[config.mk]
export PLATFORM = sky130hd
export DESIGN_NAME = flstory_comm
export DESIGN_NICKNAME = d
export VERILOG_FILES = /design/src/flstory_pkg.sv /design/src/mbox_if.sv /design/src/flstory_header.sv /design/src/flstory_mailbox.sv /design/src/flstory_io_decode.sv /design/src/flstory_comm.sv
export SDC_FILE = /design/constraint.sdc
export NUM_CORES = 1
export LEC_CHECK = 0
export BUFFER_PORTS_ARGS = -buffer_cell sky130_fd_sc_hd__buf_2
export CORE_UTILIZATION = 39
export CTS_BUF_LIST = sky130_fd_sc_hd__clkbuf_4
export DETAILED_ROUTE_END_ITERATION = 12
export PLACE_DENSITY = 0.63
export SLEW_MARGIN = 20
export SYNTH_ARGS = -nofsm -noshare
export SYNTH_HDL_FRONTEND = slang
export SYNTH_HIERARCHICAL = 1
export SYNTH_SLANG_ARGS = --single-unit
[constraint.sdc]
create_clock -name clk -period 2.4 [get_ports clk]
set_clock_uncertainty 0.15 [all_clocks]
set_input_delay 0.24 -clock clk [delete_from_list [all_inputs] [get_ports clk]]
set_output_delay 0.24 -clock clk [all_outputs]
set_load 0.005 [all_outputs]
[src/flstory_pkg.sv]
/*
 * Shared definitions for the CPU-to-CPU communication block.
 * Port select encoding, status byte layout and header bit positions,
 * taken by wildcard import in each module that needs them.
 */
`default_nettype none

package flstory_pkg;

    // main CPU port select, straight from bus_addr[1:0]
    typedef enum logic [1:0] {
        PORT_SND    = 2'd0,
        PORT_MCU    = 2'd1,
        PORT_STATUS = 2'd2,
        PORT_NONE   = 2'd3
    } io_port_e;

    // status byte layout, upper bits read as zero
    localparam int ST_SND_IBF = 0;
    localparam int ST_SND_OBF = 1;
    localparam int ST_MCU_IBF = 2;
    localparam int ST_MCU_OBF = 3;
    localparam int ST_COIN1   = 4;
    localparam int ST_COIN2   = 5;

    // cartridge header byte
    localparam int HDR_MCU_OFF = 0;
    localparam int HDR_COINXOR = 1;

endpackage

`default_nettype wire

[src/mbox_if.sv]
/*
 * Main-side link between the I/O decoder and one mailbox.
 * The decoder issues one-cycle strobes and write data, the mailbox
 * returns its peer-to-main latch and both flag levels.
 */
`timescale 1ns/100ps
`default_nettype none

interface mbox_if #(
    parameter int DW = 8
) ();

    logic          wr;
    logic          rd;
    logic [DW-1:0] wdata;
    logic [DW-1:0] rdata;
    logic          ibf;
    logic          obf;

    modport decoder (
        output wr, rd, wdata,
        input  rdata, ibf, obf
    );

    modport mailbox (
        input  wr, rd, wdata,
        output rdata, ibf, obf
    );

endinterface

`default_nettype wire

[src/flstory_header.sv]
/*
 * Cartridge header register, loaded during ROM download.
 * Captures offset zero of the header stream and gives out the
 * configuration bits used by the communication block.
 */
`timescale 1ns/100ps
`default_nettype none

module flstory_header import flstory_pkg::*; (
    input  logic       clk,
    input  logic       arst_n,
    input  logic       header,
    input  logic       prog_we,
    input  logic [2:0] prog_addr,
    input  logic [7:0] prog_data,
    output logic       mcu_off,
    output logic       coinxor
);

    logic hdr_we;

    // only the first header byte holds our bits
    assign hdr_we = header && prog_we && (prog_addr == 3'd0);

    always_ff @(posedge clk or negedge arst_n) begin
        if (!arst_n) begin
            mcu_off <= 1'b0;
            coinxor <= 1'b0;
        end else if (hdr_we) begin
            mcu_off <= prog_data[HDR_MCU_OFF];
            coinxor <= prog_data[HDR_COINXOR];
        end
    end

endmodule

`default_nettype wire

[src/flstory_mailbox.sv]
/*
 * Bidirectional mailbox between the main CPU and one peer CPU.
 * Two data latches with input and output buffer full flags.
 * hold_clear keeps the mailbox empty and ignores writes from both sides.
 */
`timescale 1ns/100ps
`default_nettype none

module flstory_mailbox #(
    parameter int DW = 8
) (
    input  logic          clk,
    input  logic          arst_n,
    input  logic          hold_clear,
    mbox_if.mailbox       main,
    input  logic          peer_wr,
    input  logic          peer_rd,
    input  logic [DW-1:0] peer_din,
    output logic [DW-1:0] peer_dout,
    output logic          peer_ibf,
    output logic          peer_obf
);

    logic [DW-1:0] m2p_data;
    logic [DW-1:0] p2m_data;
    logic          ibf;
    logic          obf;

    // data latches, a write to a full latch simply overwrites it
    always_ff @(posedge clk or negedge arst_n) begin
        if (!arst_n) begin
            m2p_data <= '0;
            p2m_data <= '0;
        end else begin
            if (main.wr && !hold_clear) begin
                m2p_data <= main.wdata;
            end
            if (peer_wr && !hold_clear) begin
                p2m_data <= peer_din;
            end
        end
    end

    // flags, set has priority over clear on the same edge
    always_ff @(posedge clk or negedge arst_n) begin
        if (!arst_n) begin
            ibf <= 1'b0;
            obf <= 1'b0;
        end else if (hold_clear) begin
            ibf <= 1'b0;
            obf <= 1'b0;
        end else begin
            if (main.wr) begin
                ibf <= 1'b1;
            end else if (peer_rd) begin
                ibf <= 1'b0;
            end
            if (peer_wr) begin
                obf <= 1'b1;
            end else if (main.rd) begin
                obf <= 1'b0;
            end
        end
    end

    assign main.rdata = p2m_data;
    assign main.ibf   = ibf;
    assign main.obf   = obf;

    assign peer_dout  = m2p_data;
    assign peer_ibf   = ibf;
    assign peer_obf   = obf;

endmodule

`default_nettype wire

[src/flstory_io_decode.sv]
/*
 * Main CPU I/O decoder for the communication ports.
 * Routes write and read strobes to the addressed mailbox, builds the
 * status byte and registers the selected read data onto bus_din.
 */
`timescale 1ns/100ps
`default_nettype none

module flstory_io_decode import flstory_pkg::*; #(
    parameter int DW = 8
) (
    input  logic          clk,
    input  logic          arst_n,
    input  logic          bus_cs,
    input  logic          bus_wr,
    input  logic          bus_rd,
    input  logic [1:0]    bus_addr,
    input  logic [DW-1:0] bus_dout,
    output logic [DW-1:0] bus_din,
    input  logic [1:0]    coin,
    input  logic          coinxor,
    mbox_if.decoder       snd,
    mbox_if.decoder       mcu
);

    io_port_e      port;
    logic          wr_en;
    logic          rd_en;
    logic [1:0]    coin_eff;
    logic [DW-1:0] status;
    logic [DW-1:0] rd_mux;

    assign port  = io_port_e'(bus_addr);
    assign wr_en = bus_cs && bus_wr;
    assign rd_en = bus_cs && bus_rd;

    // strobes go only to the addressed mailbox
    assign snd.wr    = wr_en && (port == PORT_SND);
    assign snd.rd    = rd_en && (port == PORT_SND);
    assign mcu.wr    = wr_en && (port == PORT_MCU);
    assign mcu.rd    = rd_en && (port == PORT_MCU);
    assign snd.wdata = bus_dout;
    assign mcu.wdata = bus_dout;

    // some boards have active-low coin switches
    assign coin_eff = coin ^ {2{coinxor}};

    always_comb begin
        status             = '0;
        status[ST_SND_IBF] = snd.ibf;
        status[ST_SND_OBF] = snd.obf;
        status[ST_MCU_IBF] = mcu.ibf;
        status[ST_MCU_OBF] = mcu.obf;
        status[ST_COIN1]   = coin_eff[0];
        status[ST_COIN2]   = coin_eff[1];
    end

    always_comb begin
        case (port)
            PORT_SND:    rd_mux = snd.rdata;
            PORT_MCU:    rd_mux = mcu.rdata;
            PORT_STATUS: rd_mux = status;
            default:     rd_mux = '0;
        endcase
    end

    // bus_din holds until the next read
    always_ff @(posedge clk or negedge arst_n) begin
        if (!arst_n) begin
            bus_din <= '0;
        end else if (rd_en) begin
            bus_din <= rd_mux;
        end
    end

endmodule

`default_nettype wire

[src/flstory_comm.sv]
/*
 * Top level of the CPU-to-CPU communication block.
 * Joins the header register, the sound and MCU mailboxes and the
 * main CPU I/O decoder behind plain ports.
 */
`timescale 1ns/100ps
`default_nettype none

module flstory_comm #(
    parameter int DW = 8
) (
    input  logic          clk,
    input  logic          arst_n,
    // main CPU bus
    input  logic          bus_cs,
    input  logic          bus_wr,
    input  logic          bus_rd,
    input  logic [1:0]    bus_addr,
    input  logic [DW-1:0] bus_dout,
    output logic [DW-1:0] bus_din,
    // sound CPU side
    input  logic          snd_wr,
    input  logic          snd_rd,
    input  logic [DW-1:0] snd_din,
    output logic [DW-1:0] snd_dout,
    output logic          snd_ibf,
    output logic          snd_obf,
    // MCU side
    input  logic          mcu_wr,
    input  logic          mcu_rd,
    input  logic [DW-1:0] mcu_din,
    output logic [DW-1:0] mcu_dout,
    output logic          mcu_ibf,
    output logic          mcu_obf,
    // header download
    input  logic          header,
    input  logic          prog_we,
    input  logic [2:0]    prog_addr,
    input  logic [7:0]    prog_data,
    input  logic [1:0]    coin,
    output logic          mcu_off,
    output logic          coinxor
);

    mbox_if #(.DW(DW)) snd_if ();
    mbox_if #(.DW(DW)) mcu_if ();

    flstory_header u_header (
        .clk       ( clk       ),
        .arst_n    ( arst_n    ),
        .header    ( header    ),
        .prog_we   ( prog_we   ),
        .prog_addr ( prog_addr ),
        .prog_data ( prog_data ),
        .mcu_off   ( mcu_off   ),
        .coinxor   ( coinxor   )
    );

    // sound CPU is always fitted
    flstory_mailbox #(.DW(DW)) u_snd_mbox (
        .clk        ( clk      ),
        .arst_n     ( arst_n   ),
        .hold_clear ( 1'b0     ),
        .main       ( snd_if   ),
        .peer_wr    ( snd_wr   ),
        .peer_rd    ( snd_rd   ),
        .peer_din   ( snd_din  ),
        .peer_dout  ( snd_dout ),
        .peer_ibf   ( snd_ibf  ),
        .peer_obf   ( snd_obf  )
    );

    flstory_mailbox #(.DW(DW)) u_mcu_mbox (
        .clk        ( clk      ),
        .arst_n     ( arst_n   ),
        .hold_clear ( mcu_off  ),
        .main       ( mcu_if   ),
        .peer_wr    ( mcu_wr   ),
        .peer_rd    ( mcu_rd   ),
        .peer_din   ( mcu_din  ),
        .peer_dout  ( mcu_dout ),
        .peer_ibf   ( mcu_ibf  ),
        .peer_obf   ( mcu_obf  )
    );

    flstory_io_decode #(.DW(DW)) u_io (
        .clk      ( clk      ),
        .arst_n   ( arst_n   ),
        .bus_cs   ( bus_cs   ),
        .bus_wr   ( bus_wr   ),
        .bus_rd   ( bus_rd   ),
        .bus_addr ( bus_addr ),
        .bus_dout ( bus_dout ),
        .bus_din  ( bus_din  ),
        .coin     ( coin     ),
        .coinxor  ( coinxor  ),
        .snd      ( snd_if   ),
        .mcu      ( mcu_if   )
    );

endmodule

`default_nettype wire

# Word-level counts from Yosys, hierarchy flattened
# Cells that the tools add are included.
dict set report op_classes {
  n_eq_ne 2
  n_mux 11
  bitwise 1
  n_reduce_logical 17
}
# cell count
set op_table {}
lappend op_table {{$pmux 8 s3} 1}
lappend op_table {{$logic_and 1x1->1} 10}
lappend op_table {{$mux 1} 10}
lappend op_table {{$reduce_bool 3->1} 2}
lappend op_table {{$reduce_bool 2->1} 2}
lappend op_table {{$logic_not 3->1} 1}
lappend op_table {{$eq 2x1->1 const B} 1}
lappend op_table {{$eq 2x2->1 const B} 1}
lappend op_table {{$logic_not 2->1} 1}
lappend op_table {{$xor 2x2->2} 1}
lappend op_table {{$logic_not 1->1} 1}
dict set report totals {
  regBits 46
}

# Depth between registers and ports, before layout
# Gate-level depths: netlist of run 1.
dict set report depth {
  ltp_word 5
  depth_mapped 6
  mapped_depth_nobuf 4
}

# Cells and area by module
# The synthesis of run 1 kept the hierarchy.
# mod n_inst cells_per_inst area_per_inst_um2
set by_module_without_submodules {}
lappend by_module_without_submodules {flstory_mailbox 2 46 770.7}
lappend by_module_without_submodules {flstory_io_decode 1 69 613.1}
lappend by_module_without_submodules {flstory_header 1 6 95.1}
lappend by_module_without_submodules {flstory_comm 1 1 3.8}

# Worst setup path before layout of run 1
# OpenSTA, ideal clock, no wires.
dict set report synth_timing {
  kind {input -> register}
  from {input port bus_addr[0]}
  to {register u_mcu_mbox.m2p_data[0], in the netlist u_mcu_mbox/peer_dout[0]}
  arrival_ps 1338
  slack_ps 787
  path_stages 6
  n_path_buf 2
  path_cell_list {nor2b_1 clkbuf_1 nor2b_1 nor2b_1 buf_6 mux2_4}
}
dict set report synth_between {
  elab_chain_len 3
}
# item line
set synth_rtl {}
lappend synth_rtl {{from (decl)} flstory_comm.sv:18} ;# input logic [1:0] bus_addr,
lappend synth_rtl {{$eq 2x1->1} flstory_io_decode.sv:40} ;# assign mcu.wr = wr_en && (port == PORT_MCU);
lappend synth_rtl {{$logic_and 1x1->1} flstory_io_decode.sv:40}
lappend synth_rtl {{named net mcu_if.wr} mbox_if.sv:13} ;# logic wr;
lappend synth_rtl {{$logic_and 1x1->1} flstory_mailbox.sv:35} ;# if (main.wr && !hold_clear) begin
lappend synth_rtl {{to (signal assigned)} flstory_mailbox.sv:36} ;# m2p_data <= main.wdata;
lappend synth_rtl {{to (decl)} flstory_mailbox.sv:24} ;# logic [DW-1:0] m2p_data;
# The timed path passes the listed nets, and every way through them passes these cells.
# A chain may end at the register's enable or synchronous reset.

==> flow_summary_export.csv, run 1 <==
group,metric,value,unit
cts,cts_sinks,46,
drt,drc,0,
critical_path,worstSetupEndpointType,"flip-flop",
timing,hold_violations,0,
layout,regArea,1150,µm²
worst_hold_path,min_from,"bus_rd",
cts,cts_tree,"yes",
grt,grt_pass1_vias,1522,
critical_path,cp_slowest_cell,"dlygate4sd3_1",
synthesis,ys_seq_area_share,51.1,%
layout,nFillCells,512,
cts,h-tree-depth,2,
floorplan,boundaryPins,80,
power,pwr-share-seq,53.6,%
power,internal-power,0.00140,W
status,status,"completed",
place,port_buffers,73,
synthesis,synthCells,168,
cts,clk_latency,0.35,ns
timing,rsz0062_at_grt,"no",
layout,area_growth,28.8,%
critical_path,crit_start,"snd_wr",
layout,final_common_cell,"buf_2",
floorplan,die_area,6090,µm²
power,switchingPower,0.000529,W
drt,drt-total-wl,4580,µm
floorplan,initial_core_util,40.7,%
worst_hold_path,hold_class,"in -> reg",
drt,antenna_left,0,
critical_path,r2r-start,"u_header/mcu_off",
cts,clk_pin_slew,0.13,ns
grt,grt_overflow,0,
floorplan,row_count,27,
layout,multi_input_area,872,µm²
place,post-dp-hpwl,3190,µm
power,totalPowerFinal,0.00193,W
place,gp_congestion,0.724,
floorplan,fp.dieW,78.0,µm
synthesis,synth.cell_area,2250,µm²
floorplan,core_area,5540,µm²
grt,grt_pass1_wl,7360,µm
power,p_per_area,665,nW/µm²
synthesis,synth_seq_cells,46,
drt,first_pass_iters,4,
timing,worst_slack,0.561,ns
drt,drtIter0Drc,49,
power,p_leak,1.46,nW
timing,finalCriticalPeriod,1.84,ns
floorplan,fp.dieH,78.0,µm
drt,avgRoutedWirePerCell,13.7,µm
layout,final_layout_size_suffix_gt1_share,46.4,%
synthesis,synth_warnings,6,
layout,postLayoutCoreUtil,52.4,%
critical_path,crit_type,"in -> reg",
synthesis,avgSynthCellArea,13.4,µm²
cts,cts_buffers,5,
grt,grt_max_degree,28,
layout,num_antenna_cells,0,
job,max_cap_violations,0,
drt,vias,1491,
timing,fmaxAchievable,0.544,GHz
critical_path,worst_ep_required_time,2.50,ns
critical_path,cpLargestDelayFamily,"buffers and inverters",
timing,setup-tns-final,0,ns
timing,whs,0.0259,ns
critical_path,cp-start-kind,"input port",
grt,antenna_found_initial,0,
power,share_comb_of_total_power,28.0,%
drt,via_per_inst,4.48,
critical_path,crit_buf_inv,3,
layout,nNetsFinal,310,
layout,mostFrequentLayoutCells,"73 x buf_2, 46 x dfrtp_1, 34 x mux2_4",
power,p_clk_share,18.4,%
timing,setup-violations-final,0,
critical_path,slowest_delay,0.53,ns
critical_path,cp.arrival,1.94,ns
cts,root_buffer,"clkbuf_4",
grt,grt_use_total,16.0,%
synthesis,ys_types,21,
timing,period_share,76.6,%
critical_path,path_cells,"dlygate4sd3_1 -> buf_2 -> nor2b_1 -> buf_4 -> mux2_4",
power,ir_worst_vdd,0.000249,V
critical_path,critPathMaxFanout,5,
power,swShare,27.4,%
cts,cts_resized,0,
cts,clockBufferDepth,2,
timing,final_max_slew_viol_count,0,
timing,worstMarginPinSlew,0.567,ns
timing,slew_headroom,62.1,%
place,pre_cts_slack,0.545,ns
==> path summary, 6_finish.rpt <==
kind	end	depth (start not counted)	slack, ns
max	u_snd_mbox/main.rdata[3]	5	0.56
min	u_io/bus_din[5]	3	0.03
max reg2reg	u_mcu_mbox/peer_dout[4]	3	1.02
min reg2reg	u_io/bus_din[0]	2	0.35
max in group asynchronous	u_mcu_mbox/peer_dout[7]	3	1.17
min in group asynchronous	u_snd_mbox/main.rdata[5]	2	0.21
==> cell families after synthesis <==
logic type | synth area share, %
compound gates | 6.11
xor+xnor | 0.777
buf+inv | 10.7
flops | 51.1
mux | 25.3
other cells | 0.166
simple gates | 5.83
==> stage by stage <==
step,cell area (µm²),std cells
after detailed placement,2540,294
after CTS,2900,333
final,2900,333
after floorplan,2260,171
after global placement,2540,294
after global routing,2900,333
==> worst reg2reg max path: cells and delay by family, from the launching register on <==
| kind | cells | cell delay, ns |
|---|---|---|
| flops | 1 | 0.46 |
| mux | 1 | 0.32 |
| buf+inv | 1 | 0.21 |
| simple gates | 1 | 0.13 |
==> cells in the mapped netlist <==
cell / instances / area share [%]
nor2b_1: 7 / 1.9
clkbuf_1: 1 / 0.17
or4_4: 1 / 0.50
buf_6: 6 / 3.0
buf_4: 20 / 6.7
nor2_1: 2 / 0.33
a21oi_1: 10 / 2.2
nor3_1: 2 / 0.44
conb_1: 1 / 0.17
inv_1: 4 / 0.67
a2bb2oi_1: 4 / 1.6
a211o_1: 2 / 0.78
o21ai_0: 4 / 0.89
mux2i_1: 6 / 2.7
dfrtp_1: 46 / 51
o31ai_1: 2 / 0.67
nand2b_1: 4 / 1.1
xnor2_1: 2 / 0.78
mux2_4: 34 / 23
nand2_1: 9 / 1.5
buf_2: 1 / 0.22
==> cell type report <==
type | count | share of cell area, %
Clock buffer | 5 | 1.29
Sequential cell | 46 | 39.7
Timing Repair Buffer | 110 | 24.8
Clock inverter | 3 | 0.560
Tap cell | 72 | 3.10
Multi-Input combinational cell | 93 | 30.0
Inverter | 4 | 0.517
==> power groups by stage <==
| stage | Combinational [W] | Clock (W) | Sequential (W) |
|---|---|---|---|
| 2_1_floorplan | 0.000327 | 0 | 0.00104 |
| 3_3_place_gp | 0.000499 | 0 | 0.00104 |
| 3_5_place_dp | 0.000507 | 0 | 0.00105 |
| 4_1_cts | 0.000549 | 0.000373 | 0.00104 |
| 5_1_grt | 0.000590 | 0.000399 | 0.00106 |
| 6_report | 0.000541 | 0.000355 | 0.00103 |
==> state kept, by name, summed over array words and instances, names as in the netlist <==
name,count
u_io/bus_din,8
u_mcu_mbox/main.rdata,8
u_mcu_mbox/peer_dout,8
u_snd_mbox/main.rdata,8
u_snd_mbox/peer_dout,8
u_header/coinxor,1
u_header/mcu_off,1
u_mcu_mbox/main.ibf,1
u_mcu_mbox/main.obf,1
u_snd_mbox/main.ibf,1
u_snd_mbox/main.obf,1
==> repair_timing <==
action / 4_1_cts / 5_1_grt
hold buffers: 31 / 0
endpoints found under the hold margin: 57 / 0
buffers inserted: 0 / 0
==> layer usage <==
| layer | part of all wire (%) | up-vias | GRT usage (%) |
|---|---|---|---|
| li1 | - | 731 | - |
| met1 | 47 | 718 | 21.4 |
| met2 | 48 | 37 | 25.8 |
| met3 | 3.4 | 5 | 3.14 |
| met4 | 1.4 | 0 | 5.56 |
| met5 | 0 | - | 0 |
(Power assumes the default switching activity.)
==> run 2: changes to the inputs <==
ABC_AREA = 1   (was unset)
clock period = 1.8 ns   (was 2.4 ns; I/O delays follow)
==> run 2 against run 1 <==
Effect of this change:
- flip-flop and latch count did not move
- clock power is 81% higher
- utilization rose by 1.9 points
- worst setup slack got worse by 0.41 ns
- synthesized area hardly changed
- die area about the same
- routed wire length increased by 16%
- synthesized cell count grew 63%
- register-to-register slack got worse by 0.84 ns
- critical path type unchanged
- largest cell class unchanged
- largest power group unchanged
==> flow_summary_export.csv, run 2 <==
group,metric,value,unit
drt,avgRoutedWirePerCell,11.9,µm
synthesis,synth_top_flop_cell,"dfrtp_1",
cts,clk_latency,0.35,ns
floorplan,fp.dieH,78.0,µm
synthesis,synth_top_family_by_area,"simple AND/OR/NAND/NOR gates",
floorplan,core_area,5540,µm²
synthesis,netlist_top_cells_count,"125 x nand2_1, 46 x dfrtp_1, 44 x nand3_1",
grt,grt_max_degree,47,
synthesis,synth_compound_area_share,0,%
floorplan,fp.dieW,78.0,µm
place,dp.cells,397,
status,status,"completed",
grt,antenna_found_initial,0,
timing,setup-tns-final,0,ns
cts,clockBufferDepth,2,
timing,hold_violations,0,
critical_path,cp.arrival,1.75,ns
synthesis,yosysMostFrequentCell,"nand2_1",
synthesis,synth.cell_area,2250,µm²
grt,grt_overflow,0,
drt,first_pass_iters,4,
layout,num_antenna_cells,0,
synthesis,avgSynthCellArea,8.23,µm²
drt,vias,2028,
synthesis,yosys.area_share.simple,35.5,%
cts,h-tree-depth,2,
place,post-dp-hpwl,3570,µm
place,port_buffers,73,
power,ir_worst_vdd,0.000462,V
floorplan,initial_core_util,40.7,%
synthesis,ys_types,15,
floorplan,boundaryPins,80,
timing,final_max_slew_viol_count,0,
timing,setup-violations-final,0,
floorplan,row_count,27,
job,max_cap_violations,0,
timing,fmaxAchievable,0.605,GHz
critical_path,worstSetupEndpointType,"flip-flop",
synthesis,synth_edf_count,0,
timing,period_share,91.8,%
synthesis,synth.area.top_cells,"dfrtp_1 51%, nand2_1 21%, nand3_1 9.8%",
synthesis,synth-async-reset-ratio,100,%
cts,cts_tree,"yes",
layout,mostFrequentLayoutCells,"125 x nand2_1, 73 x buf_2, 46 x dfrtp_1",
synthesis,synth_seq_cells,46,
drt,drtIter0Drc,133,
timing,finalCriticalPeriod,1.65,ns
power,p_leak,1.65,nW
cts,cts_sinks,46,
drt,drc,0,
cts,cts_buffers,5,
critical_path,critPathMaxFanout,3,
synthesis,ys_seq_area_share,51.1,%
synthesis,synth_top_cell_by_area,"dfrtp_1",
worst_hold_path,hold_class,"in -> reg",
grt,grt_pass1_vias,1996,
layout,fin_cells,448,
power,p_per_area,836,nW/µm²
synthesis,synth-adder-area-share,0,%
drt,drt-total-wl,5310,µm
layout,final_layout_size_suffix_gt1_share,26.1,%
drt,via_per_inst,4.53,
place,gp_congestion,0.753,
grt,grt_pass1_wl,8910,µm
grt,grt_use_total,19.0,%
critical_path,cp-start-kind,"input port",
synthesis,synth_xor_area_share,0,%
critical_path,worst_ep_required_time,1.90,ns
cts,clk_pin_slew,0.13,ns
timing,rsz0062_at_grt,"no",
layout,final_common_cell,"nand2_1",
synthesis,synthCells,274,
worst_hold_path,min_path_cells,3,
critical_path,reg2reg_depth,4,
layout,area_growth,33.5,%
timing,worstMarginPinSlew,0.582,ns
critical_path,crit_type,"in -> reg",
floorplan,die_area,6090,µm²
layout,nNetsFinal,425,
cts,root_buffer,"clkbuf_4",
power,totalPowerFinal,0.00252,W
drt,antenna_left,0,
synthesis,muxShareOfSynthArea,0,%
synthesis,synth_top_area_share,51.1,%
timing,slew_headroom,61.2,%
synthesis,synth_warnings,6,
[run 2: worst max-delay path: stages]
cell and delay [ns]:
dlygate4sd3_1 0.53, buf_2 0.12, nor2_2 0.14, nand2_1 0.08, dlygate4sd3_1 0.57, nand2_1 0.07, nand2_1 0.05
[run 2: repair_timing]
item                       4_1_cts  5_1_grt
resized for setup                0        2
setup endpoints to repair        0        1
setup buffers                    0        0
hold buffers                    43        0
hold endpoints to repair        82        0
[run 2: logic make-up after synthesis]
group / count (synthesis)
AND/OR/NAND/NOR: 186
flip-flops: 46
buffers and inverters: 41
other: 1
[run 2: worst paths after layout]
path	end	slack, ns	startpoint
setup reg to reg	u_mcu_mbox/main.rdata[2]	0.18	u_header/mcu_off
hold reg to reg	u_mcu_mbox/peer_dout[5]	0.33	u_mcu_mbox/peer_dout[5]
max in group asynchronous	u_mcu_mbox/main.rdata[4]	0.81	arst_n
setup / recovery	u_header/coinxor	0.15	prog_addr[1]
hold / removal	u_snd_mbox/main.rdata[5]	0.01	snd_wr
min in group asynchronous	u_snd_mbox/main.rdata[1]	0.28	arst_n
[run 2: where the power goes]
part           internal [W]  switching (W)
Clock              0.000325       0.000318
Sequential          0.00120       0.000109
Combinational      0.000271       0.000289
Total               0.00180       0.000715
[run 2: metrics by stage]
step | hold WS [ns] | worst slack, ns | utilization, % | instance area, µm²
6_report | 0.0149 | 0.147 | 54.3 | 3010
5_1_grt | 0.00738 | 0.0612 | 54.3 | 3010
4_1_cts | 0.00578 | 0.162 | 54.3 | 3010
3_5_place_dp | 0.154 | 0.309 | 45.0 | 2490
3_3_place_gp | 0.155 | 0.327 | 45.0 | 2490
2_1_floorplan | -0.266 | 0.617 | - | 2260
[run 2: layout make-up]
| type | count | area [µm²] |
|---|---|---|
| flip-flops and latches | 46 | 1150 |
| inverters | 14 | 55.1 |
| fillers | 553 | 2530 |
| clock buffers | 7 | 52.6 |
| clock inverters | 1 | 30.0 |
| repair buffers | 119 | 818 |
| multi-input cells | 189 | 812 |
| well taps | 72 | 90.1 |
[run 2: routing by layer]
| layer | part of all wire (%) | GRT usage (%) |
|---|---|---|
| met5 | 0 | 0 |
| met4 | 0.64 | 5.00 |
| met3 | 4.9 | 4.19 |
| met2 | 50 | 34.2 |
| met1 | 44 | 23.0 |
